### config.mk
export PLATFORM = sky130hd
export DESIGN_NAME = vin_capture_top
export DESIGN_NICKNAME = d
export VERILOG_FILES = /design/src/hw/vin_pkg.sv /design/src/hw/usr_pkg.sv /design/src/hw/vin_timing_monitor.sv /design/src/hw/vin_frame_checksum.sv /design/src/hw/usr_ctrl_regs.sv /design/src/hw/vin_capture_top.sv
export SDC_FILE = /design/constraint.sdc
export NUM_CORES = 1
export LEC_CHECK = 0
export ABC_AREA = 0
export BUFFER_PORTS_ARGS = -buffer_cell sky130_fd_sc_hd__buf_4
export CAP_MARGIN = 20
export CELL_PAD_IN_SITES_DETAIL_PLACEMENT = 1
export CELL_PAD_IN_SITES_GLOBAL_PLACEMENT = 1
export CORE_MARGIN = 2
export CORE_UTILIZATION = 41
export DETAILED_ROUTE_END_ITERATION = 8
export PLACE_DENSITY = 0.79
export SLEW_MARGIN = 10
export SYNTH_ARGS = -nofsm -noshare
export SYNTH_HDL_FRONTEND = slang
export SYNTH_SLANG_ARGS = --single-unit
### constraint.sdc
create_clock -name i_clk -period 7.2 [get_ports i_clk]
set_clock_uncertainty 0.05 [all_clocks]
set_input_delay 1.44 -clock i_clk [delete_from_list [all_inputs] [get_ports i_clk]]
set_output_delay 1.44 -clock i_clk [all_outputs]
set_load 0.01 [all_outputs]
### src/hw/vin_pkg.sv
`default_nettype none

package vin_pkg;

    // --------------------
    // video word geometry
    // --------------------

    // camera lanes per clock
    localparam int VIN_LANES  = 10;
    // bits per lane
    localparam int VIN_LANE_W = 8;
    // full word, lane 0 in the low byte
    localparam int VIN_WORD_W = VIN_LANES * VIN_LANE_W;
    // shared width of line, word and sum counters
    localparam int VIN_CNT_W  = 16;

    // --------------------
    // per-frame reports
    // --------------------

    // timing report of one tracked frame
    typedef struct packed {
        // lines seen in the frame
        logic [VIN_CNT_W-1:0] lines;
        // words in the last line only
        logic [VIN_CNT_W-1:0] words;
    } vin_timing_rpt_t;

    // checksum report of one tracked frame
    typedef struct packed {
        // byte sum, modulo 2^16
        logic [VIN_CNT_W-1:0] sum;
    } vin_sum_rpt_t;

endpackage

`default_nettype wire

### src/hw/usr_pkg.sv
`default_nettype none

package usr_pkg;

    // user port data width, both directions
    localparam int USR_DATA_W = 16;

    // --------------------
    // command word
    // --------------------

    // opcode in txd[15:12]
    typedef enum logic [3:0] {
        OP_NOP    = 4'h0,
        // txd[0] is the capture enable
        OP_ENABLE = 4'h1,
        // txd[3:0] picks the read register
        OP_SELECT = 4'h2,
        // frame count and overrun back to zero
        OP_CLEAR  = 4'h3
    } usr_op_e;

    // readable registers
    typedef enum logic [3:0] {
        SEL_LINES  = 4'h0,
        SEL_WORDS  = 4'h1,
        SEL_SUM    = 4'h2,
        SEL_FRAMES = 4'h3
    } usr_sel_e;

    // status byte, bit 0 first from the bottom
    typedef struct packed {
        logic [4:0] rsvd;
        logic       overrun;
        logic       report_ready;
        logic       enable;
    } usr_status_t;

endpackage

`default_nettype wire

### src/hw/vin_timing_monitor.sv
`timescale 1ns/100ps
`default_nettype none

module vin_timing_monitor (
    input  logic                     i_clk,
    input  logic                     i_rst_n,
    input  logic                     i_en,
    input  logic                     i_vin_vs,
    input  logic                     i_vin_hs,
    output logic                     o_done,
    output vin_pkg::vin_timing_rpt_t o_rpt
);

    import vin_pkg::*;

    logic                 vs_q;
    logic                 hs_q;
    logic                 track;
    logic                 vs_rise;
    logic                 vs_fall;
    logic                 act;
    logic                 act_q;
    logic [VIN_CNT_W-1:0] line_cnt;
    logic [VIN_CNT_W-1:0] word_cnt;
    logic [VIN_CNT_W-1:0] line_nxt;
    logic [VIN_CNT_W-1:0] word_nxt;

    // counters stick at all ones
    function automatic logic [VIN_CNT_W-1:0] sat_inc(input logic [VIN_CNT_W-1:0] v);
        return (&v) ? v : v + 1'b1;
    endfunction

    // --------------------
    // strobe edges
    // --------------------
    assign vs_rise = i_vin_vs & ~vs_q;
    assign vs_fall = ~i_vin_vs & vs_q;
    // active word, now and one cycle back
    assign act   = i_vin_vs & i_vin_hs;
    assign act_q = vs_q & hs_q;

    // next counts, also used as the report at frame end
    always_comb begin
        line_nxt = line_cnt;
        word_nxt = word_cnt;
        // new frame
        if (vs_rise) begin
            line_nxt = '0;
            word_nxt = '0;
        end
        // first word of a line restarts the word count
        if (act & ~act_q)
            word_nxt = '0;
        if (act)
            word_nxt = sat_inc(word_nxt);
        // hs falls inside the frame, one more line
        if (act_q & ~act)
            line_nxt = sat_inc(line_nxt);
    end

    // --------------------
    // state and report
    // --------------------
    always_ff @(posedge i_clk) begin
        if (!i_rst_n) begin
            vs_q     <= 1'b0;
            hs_q     <= 1'b0;
            track    <= 1'b0;
            line_cnt <= '0;
            word_cnt <= '0;
            o_done   <= 1'b0;
            o_rpt    <= '0;
        end else begin
            vs_q     <= i_vin_vs;
            hs_q     <= i_vin_hs;
            line_cnt <= line_nxt;
            word_cnt <= word_nxt;
            o_done   <= vs_fall & track;
            // enable sampled once per frame
            if (vs_rise)
                track <= i_en;
            else if (vs_fall)
                track <= 1'b0;
            // report held until the next tracked frame ends
            if (vs_fall & track) begin
                o_rpt.lines <= line_nxt;
                o_rpt.words <= word_nxt;
            end
        end
    end

endmodule

`default_nettype wire

### src/hw/vin_frame_checksum.sv
`timescale 1ns/100ps
`default_nettype none

module vin_frame_checksum (
    input  logic                           i_clk,
    input  logic                           i_rst_n,
    input  logic                           i_en,
    input  logic                           i_vin_vs,
    input  logic                           i_vin_hs,
    input  logic [vin_pkg::VIN_WORD_W-1:0] i_vin_d,
    output logic                           o_done,
    output vin_pkg::vin_sum_rpt_t          o_rpt
);

    import vin_pkg::*;

    logic                 vs_q;
    logic                 track;
    logic                 vs_rise;
    logic                 vs_fall;
    logic                 act;
    logic [VIN_CNT_W-1:0] byte_sum;
    logic [VIN_CNT_W-1:0] acc;

    // own vs edge detect
    assign vs_rise  = i_vin_vs & ~vs_q;
    assign vs_fall  = ~i_vin_vs & vs_q;
    assign act      = i_vin_vs & i_vin_hs;

    // sum of the ten lane bytes of this word
    always_comb begin
        byte_sum = '0;
        for (int i = 0; i < VIN_LANES; i++)
            byte_sum = byte_sum + VIN_CNT_W'(i_vin_d[i*VIN_LANE_W +: VIN_LANE_W]);
    end

    // --------------------
    // accumulator
    // --------------------
    always_ff @(posedge i_clk) begin
        if (!i_rst_n) begin
            vs_q   <= 1'b0;
            track  <= 1'b0;
            acc    <= '0;
            o_done <= 1'b0;
            o_rpt  <= '0;
        end else begin
            vs_q   <= i_vin_vs;
            o_done <= vs_fall & track;
            if (vs_rise)
                track <= i_en;
            else if (vs_fall)
                track <= 1'b0;
            // cleared at frame start
            // wraps mod 2^16
            if (vs_rise)
                acc <= (act & i_en) ? byte_sum : '0;
            else if (act & track)
                acc <= acc + byte_sum;
            // report only for a tracked frame
            if (vs_fall & track)
                o_rpt.sum <= acc;
        end
    end

endmodule

`default_nettype wire

### src/hw/usr_ctrl_regs.sv
`timescale 1ns/100ps
`default_nettype none

module usr_ctrl_regs (
    input  logic                           i_clk,
    input  logic                           i_rst_n,
    input  logic                           i_usr_tx_wr,
    input  logic [usr_pkg::USR_DATA_W-1:0] i_usr_txd,
    input  logic                           i_usr_rx_rd,
    input  logic                           i_tim_done,
    input  vin_pkg::vin_timing_rpt_t       i_tim_rpt,
    input  vin_pkg::vin_sum_rpt_t          i_sum_rpt,
    output logic                           o_en,
    output logic [usr_pkg::USR_DATA_W-1:0] o_usr_rxd,
    output usr_pkg::usr_status_t           o_usr_status
);

    import vin_pkg::*;
    import usr_pkg::*;

    usr_op_e               op;
    usr_sel_e              sel_q;
    logic                  cmd_en;
    logic                  cmd_sel;
    logic                  cmd_clr;
    logic                  rd_sum;
    logic                  en_q;
    logic                  report_ready;
    logic                  overrun;
    logic [VIN_CNT_W-1:0]  frames;
    logic [VIN_CNT_W-1:0]  frames_base;
    vin_timing_rpt_t       tim_q;
    vin_sum_rpt_t          sum_q;
    logic [USR_DATA_W-1:0] rd_val;

    // --------------------
    // command decode
    // --------------------
    // opcode sits in the top nibble
    assign op      = usr_op_e'(i_usr_txd[15:12]);
    assign cmd_en  = i_usr_tx_wr & (op == OP_ENABLE);
    assign cmd_sel = i_usr_tx_wr & (op == OP_SELECT);
    assign cmd_clr = i_usr_tx_wr & (op == OP_CLEAR);
    // a read of the sum acknowledges the report
    assign rd_sum  = i_usr_rx_rd & (sel_q == SEL_SUM);
    // clear and done in one cycle still counts the new frame
    assign frames_base = cmd_clr ? '0 : frames;

    // read mux
    always_comb begin
        case (sel_q)
            SEL_LINES:  rd_val = tim_q.lines;
            SEL_WORDS:  rd_val = tim_q.words;
            SEL_SUM:    rd_val = sum_q.sum;
            SEL_FRAMES: rd_val = frames;
            default:    rd_val = '0;
        endcase
    end

    // --------------------
    // registers
    // --------------------
    always_ff @(posedge i_clk) begin
        if (!i_rst_n) begin
            sel_q        <= SEL_LINES;
            en_q         <= 1'b0;
            report_ready <= 1'b0;
            overrun      <= 1'b0;
            frames       <= '0;
            tim_q        <= '0;
            sum_q        <= '0;
            o_usr_rxd    <= '0;
        end else begin
            if (cmd_en)
                en_q <= i_usr_txd[0];
            if (cmd_sel)
                sel_q <= usr_sel_e'(i_usr_txd[3:0]);
            if (cmd_clr)
                overrun <= 1'b0;
            // read data held until the next strobe
            if (i_usr_rx_rd)
                o_usr_rxd <= rd_val;
            if (rd_sum)
                report_ready <= 1'b0;
            frames <= frames_base;
            // end of frame, both reports arrive together
            if (i_tim_done) begin
                tim_q        <= i_tim_rpt;
                sum_q        <= i_sum_rpt;
                frames       <= frames_base + 1'b1;
                report_ready <= 1'b1;
                // previous report never collected
                if (report_ready & ~rd_sum)
                    overrun <= 1'b1;
            end
        end
    end

    // status byte, upper bits fixed at zero
    always_comb begin
        o_usr_status              = '0;
        o_usr_status.enable       = en_q;
        o_usr_status.report_ready = report_ready;
        o_usr_status.overrun      = overrun;
    end

    assign o_en = en_q;

endmodule

`default_nettype wire

### src/hw/vin_capture_top.sv
`timescale 1ns/100ps
`default_nettype none

module vin_capture_top (
    input  logic                           i_clk,
    input  logic                           i_rst_n,
    input  logic [vin_pkg::VIN_WORD_W-1:0] i_vin_d,
    input  logic                           i_vin_vs,
    input  logic                           i_vin_hs,
    input  logic                           i_usr_tx_wr,
    input  logic [usr_pkg::USR_DATA_W-1:0] i_usr_txd,
    input  logic                           i_usr_rx_rd,
    output logic [usr_pkg::USR_DATA_W-1:0] o_usr_rxd,
    output usr_pkg::usr_status_t           o_usr_status
);

    import vin_pkg::*;

    logic            en;
    logic            tim_done;
    vin_timing_rpt_t tim_rpt;
    vin_sum_rpt_t    sum_rpt;

    // --------------------
    // stream side
    // --------------------
    vin_timing_monitor u_tim (
        .i_clk    (i_clk),
        .i_rst_n  (i_rst_n),
        .i_en     (en),
        .i_vin_vs (i_vin_vs),
        .i_vin_hs (i_vin_hs),
        .o_done   (tim_done),
        .o_rpt    (tim_rpt)
    );

    // done coincides with the timing monitor, report is latched on that one
    vin_frame_checksum u_sum (
        .i_clk    (i_clk),
        .i_rst_n  (i_rst_n),
        .i_en     (en),
        .i_vin_vs (i_vin_vs),
        .i_vin_hs (i_vin_hs),
        .i_vin_d  (i_vin_d),
        .o_done   (),
        .o_rpt    (sum_rpt)
    );

    // --------------------
    // user port
    // --------------------
    usr_ctrl_regs u_regs (
        .i_clk        (i_clk),
        .i_rst_n      (i_rst_n),
        .i_usr_tx_wr  (i_usr_tx_wr),
        .i_usr_txd    (i_usr_txd),
        .i_usr_rx_rd  (i_usr_rx_rd),
        .i_tim_done   (tim_done),
        .i_tim_rpt    (tim_rpt),
        .i_sum_rpt    (sum_rpt),
        .o_en         (en),
        .o_usr_rxd    (o_usr_rxd),
        .o_usr_status (o_usr_status)
    );

endmodule

`default_nettype wire

Yosys cells after proc, flatten, opt, wreduce, memory -nomap -nowiden
Index checks and enable logic that the tools add are counted.

word-level totals
  register bits after elaboration = 187
  bits in latches = 0
  bits in writable memories = 0
  bits in read-only memories = 0
  input bits = 102
  word-level logic and storage cells = 83
  memories = 0

operators by class
  add/sub/neg operators = 13
  multiply operators = 0
  div/mod/pow operators = 0
  $lt $le $gt $ge = 0
  eq/ne operators = 6
  shifts and indexed selects = 0
  muxes and demuxes = 20
  bitwise logic cells = 19
  reductions and logical operators = 6

operators by type and width
  kind                                           number
  2-to-1 mux 16 bit                              12
  adder 16 x 8 -> 16 bit                         8
  case mux 16 bit (4 select lines)               1
  adder 16 x 1 -> 16 bit, second input constant  3
  AND reduction 16 bit                           2
  adder 16 bit                                   1
  == test 4 x 2 -> 1 bit, second input constant  4
  AND 1 bit                                      14
  adder 8 x 8 -> 9 bit                           1
  == test 4 x 1 -> 1 bit, second input constant  2
  2-to-1 mux 1 bit                               7
  nonzero test 2 bit                             3
  NOT 1 bit                                      5
  logical NOT 4 bit                              1

Longest topological paths before layout
  depth after elaboration = 12
  depth in mapped cells = 27
  mapped depth without buffers = 27

Cells and area by module
From an unflattened synthesis, not the netlist that was laid out.

second synthesis, totals
  cells, all modules = 1203
  area total of the unflattened synthesis = 10959.3 um^2

modules (own cells, without submodules)
  module              instances  cells each  area an instance (um^2)  seq. area each (um^2)
  vin_frame_checksum  1          466         4033.9                   700.7
  usr_ctrl_regs       1          374         3852.4                   1741.7
  vin_timing_monitor  1          363         3072.9                   1361.3

Least setup slack after synthesis
OpenSTA, ideal clock, no wires.

  path kind = input port to flip-flop
  from = input i_vin_d[1] (netlist name)
  to = register u_sum.acc[13]
  arrival time = 7.069 ns
  data required time = 7.021 ns
  setup slack = -0.048 ns
  stages on the path = 25
  buffers on the path = 0
  path through = ha_1 a21o_1 a21oi_1 nor2b_1 o21a_1 o41ai_1 xnor2_1 fa_1 inv_1 fa_1 fa_1 fa_1 inv_1 ha_1 nand3_1 o211ai_1 o41ai_1 xnor2_1 ha_1 and4_1 nand2_1 o21ai_0 a2111oi_0 or3_1 a21oi_1

between the ends
  longest elaborated chain between the ends = 12
  elaborated cells on any way between the ends = 13
  classes of those cells = add/sub (10); mux (3)

ends and longest elaborated chain
  what                                      RTL line                  text
  start, declared                           vin_capture_top.sv:7      input logic [vin_pkg::VIN_WORD_W-1:0] i_vin_d,
  adder 8 x 8 -> 9 bit (*)                  vin_frame_checksum.sv:34  byte_sum = byte_sum + VIN_CNT_W'(i_vin_d[i*VIN_LANE_W +: VIN_LANE_W]);
  adder 16 x 8 -> 16 bit (*) (8 in series)  vin_frame_checksum.sv:34
  adder 16 bit                              vin_frame_checksum.sv:59  acc <= acc + byte_sum;
  2-to-1 mux 16 bit                         vin_frame_checksum.sv:58  else if (act & track)
  2-to-1 mux 16 bit (*)                     vin_frame_checksum.sv:56  if (vs_rise)
  end signal, assigned                      vin_frame_checksum.sv:57  acc <= (act & i_en) ? byte_sum : '0;
  end signal, assigned                      vin_frame_checksum.sv:59
  end, declared                             vin_frame_checksum.sv:23  logic [VIN_CNT_W-1:0] acc;

Mark *: on every way between the ends. The rest lies on a longest branch, timed or not. The select of a mux whose other input is x is not followed.
A chain may end at the register's enable or synchronous reset.

Final worst setup path
  from = input i_vin_d[1] (netlist name)
  to = register u_sum.acc[11]

Same word-level chain as after synthesis.

==> summary.md <==
| Metric | Value |
|---|---|
| Status | finished clean |
| GRT Overall Usage | 22.2% |
| Worst skew pair latency | 0.43 ns |
| Synth area leader | dfxtp_1 |
| Clk Tree Root Cell | clkbuf_16 |
| Initial Util | 41.8% |
| CTS H-Tree Depth | 4 |
| Startpoint Class | input port |
| Grt total ovfl | 0 |
| Netlist Area Pre-Place | 0.0105 mm² |
| Register area share after synthesis | 35.6% |
| Mapped Cells | 1142 |
| Global-route wire length before repair | 47.3 mm |
| Prevailing post-synth register cell | dfxtp_1 |
| Final period utilization | 96.9% |
| DP HPWL | 21.1 mm |
| CTS max path bufs | 2 |
| CTS clock-pin slew for the worst setup and hold paths | 0.07 ns |
| Syn_area_per_cell | 9.21 µm² |
| Post-synth top cells | 187 x dfxtp_1, 107 x nand2_1, 85 x nor2b_1, 78 x inv_1 |
| Fin crit period | 6.98 ns |
| EDFF count, synth | 0 |
| Logic pwr share | 67.0% |
| Port bufs | 112 |
| Vias in the first global route | 9500 |
| Floorplan core area | 0.0252 mm² |
| Rel. slew slack | 23.4% |
| Worst-Margin Slew | 1.15 ns |
| Pint | 0.00390 W |
| Area grow syn2layout | 22.7% |
| Top-count cell post-synth | dfxtp_1 |
| Hold Path Class | reg -> reg |
| DRT iter0 DRCs | 557 |
| N_diodes | 0 |
| Top cell type's share of synthesized area | 35.6% |
| Cell area after layout | 0.0129 mm² |
| First-pass iteration count of the detailed router | 5 |
| PD cells | 503 mW/mm² |
| TritonCTS clock tree | done |
| Die height | 164 µm |
| Switching share of power | 40.0% |
| Row count | 58 |
| Max IR drop VDD | 0.000420 V |
| Ys Warns | 0 |
| Yosys reg bits | 187 |
| Worst R2R Setup Slack | 3.71 ns |
| Cell Area, Placed | 0.0120 mm² |
| DRC Markers | 0 |
| Fraction of layout instances using a drive strength above 1 | 19.9% |
| Required @ worst endpoint | 7.51 ns |
| Critical path arrival | 7.29 ns |
| Static Leak | 5.09 nW |
| Die footprint | 0.0269 mm² |
| Number of max-cap violations | 0 |
| Clock Sink Count | 187 |
| Worst Setup Path Type | in -> reg |
| Synth area leaders | dfxtp_1 36%, fa_1 11%, mux2i_1 5.4% |
| Fmax | 0.143 GHz |
| Part of the power in the clock network | 16.3% |
| # setup viols final | 0 |
| Critical path endpoint category | register |
| Total wire length | 29.2 mm |
| Net Sw Power | 0.00259 W |
| Max-slew violation count | 0 |
| Final core occ | 51.2% |
| # IOs | 126 |
| Worst-path fanout max | 5 |
| Via count | 8734 |
| Asr flop ratio synth | 0% |
| Unrepaired setup endpoints after global routing | true |
| Cts bufs inserted | 17 |
| Largest net degree at the start of global routing | 92 |
| Die width | 164 µm |
| Average vias per placed instance | 5.39 |
| Initial antenna violation count | 0 |
| Reg power frac | 16.7% |
| Final hold violations | 0 |
| DRT antenna net count | 0 |
| Final #Nets | 1476 |
| Yosys cell types | 59 |
| Wirelength per Cell | 18.0 µm |
| Hold_buf cts | 0 |
| GP Congestion | 0.833 |
registers in the layout (all words and copies together), names as in the netlist, 4 cells and up:
name and count:
u_regs.sum_q 16, u_tim.o_rpt 32, u_tim.line_cnt 16, u_tim.word_cnt 16, u_regs.tim_q 32, u_regs.o_usr_rxd 16
u_sum.acc 16, u_regs.frames 16, u_regs.sel_q 4, u_sum.o_rpt 16
worst paths after layout:
kind                   from         endpoint  cells past startpoint
min reg2reg  u_tim.o_rpt[7]   u_tim.o_rpt[7]                      2
max reg2reg      u_sum.vs_q  u_tim.o_rpt[14]                     13
max              i_vin_d[1]    u_sum.acc[11]                     28
min          u_tim.o_rpt[7]   u_tim.o_rpt[7]                      2
power by group through the flow:
stage	logic, W	registers, W	clock network [W]
after detailed placement	0.00365	0.00111	0
after CTS	0.00390	0.00108	0.00107
after global routing	0.00475	0.00109	0.00111
after global placement	0.00345	0.00110	0
final	0.00435	0.00108	0.00106
after floorplan	0.00226	0.00110	0
worst max-delay path, cell delays in order:
cell and delay (ns):
buf_8 0.10, ha_4 0.22, a21o_1 0.17, a21oi_2 0.16, nor2b_1 0.07, o21a_1 0.21, o41ai_4 0.22, buf_4 0.19
xnor2_4 0.06, fa_1 0.52, inv_2 0.04, fa_1 0.49, fa_1 0.43, fa_1 0.51, inv_2 0.05, ha_4 0.29
nand3_2 0.08, o211ai_1 0.26, nor2_1 0.09, xnor2_1 0.17, ha_1 0.38, and4_4 0.26, nand2_2 0.07, buf_6 0.11
o211ai_1 0.09, a21oi_2 0.07, or3_1 0.34, a41oi_2 0.18
metrics by stage:
step	hold WS, ns	setup TNS [ns]	cells	setup WS [ns]	total power (W)
after floorplan	0.375	0	1146	0.0319	0.00336
after global placement	0.387	-2.94	1585	-0.588	0.00455
after detailed placement	0.400	-5.04	1585	-0.911	0.00475
after CTS	0.417	0	1618	0.0146	0.00606
after global routing	0.446	-0.137	1621	-0.0641	0.00695
final	0.412	0	1621	0.220	0.00649
area by class of cell:
cell class	instances	area (µm²)
well taps	330	413
clock inverters	15	235
multi-input cells	824	6500
inverters	78	293
fillers	2898	12300
flip-flops and latches	187	3740
repair buffers	170	1290
clock buffers	17	425
per-layer routing:
layer	GRT usage [%]	part of all wire, %
met1	25.7	42
met2	41.5	52
met3	3.21	3.9
met4	7.50	2.3
met5	0	0
cell usage in the layout (no fill, tap or decap), drive strengths merged, types with 31 or more instances in the layout:
master / count
dfxtp: 187
buf: 170
nand2: 108
nor2b: 85
inv: 84
mux2i: 57
fa: 57
nor2: 55
a21oi: 52
o21ai: 49
ha: 39
xnor2: 31
logic make-up (layout without fill, tap and decap cells):
logic type                 count (synthesis)  after routing  share of synthesized area (%)
adders and majority gates                 96             96                           15.5
DFF                                      187            187                           35.6
muxes                                     59             59                           5.64
buffers and inverters                    135            280                           5.10
xor gates and xnor gates                  56             56                           4.66
AOI/OAI and AO/OA                        231            231                           14.9
other                                      1              5                         0.0357
and+or+nand+nor                          377            377                           18.6
timing repair:
item / CTS / global route
resized for setup: 24 / 22
buffers inserted: 1 / 3
pin swaps: 26 / 14
gates cloned: 0 / 0
setup endpoints to repair: 6 / 7
(Power assumes the default switching activity.)
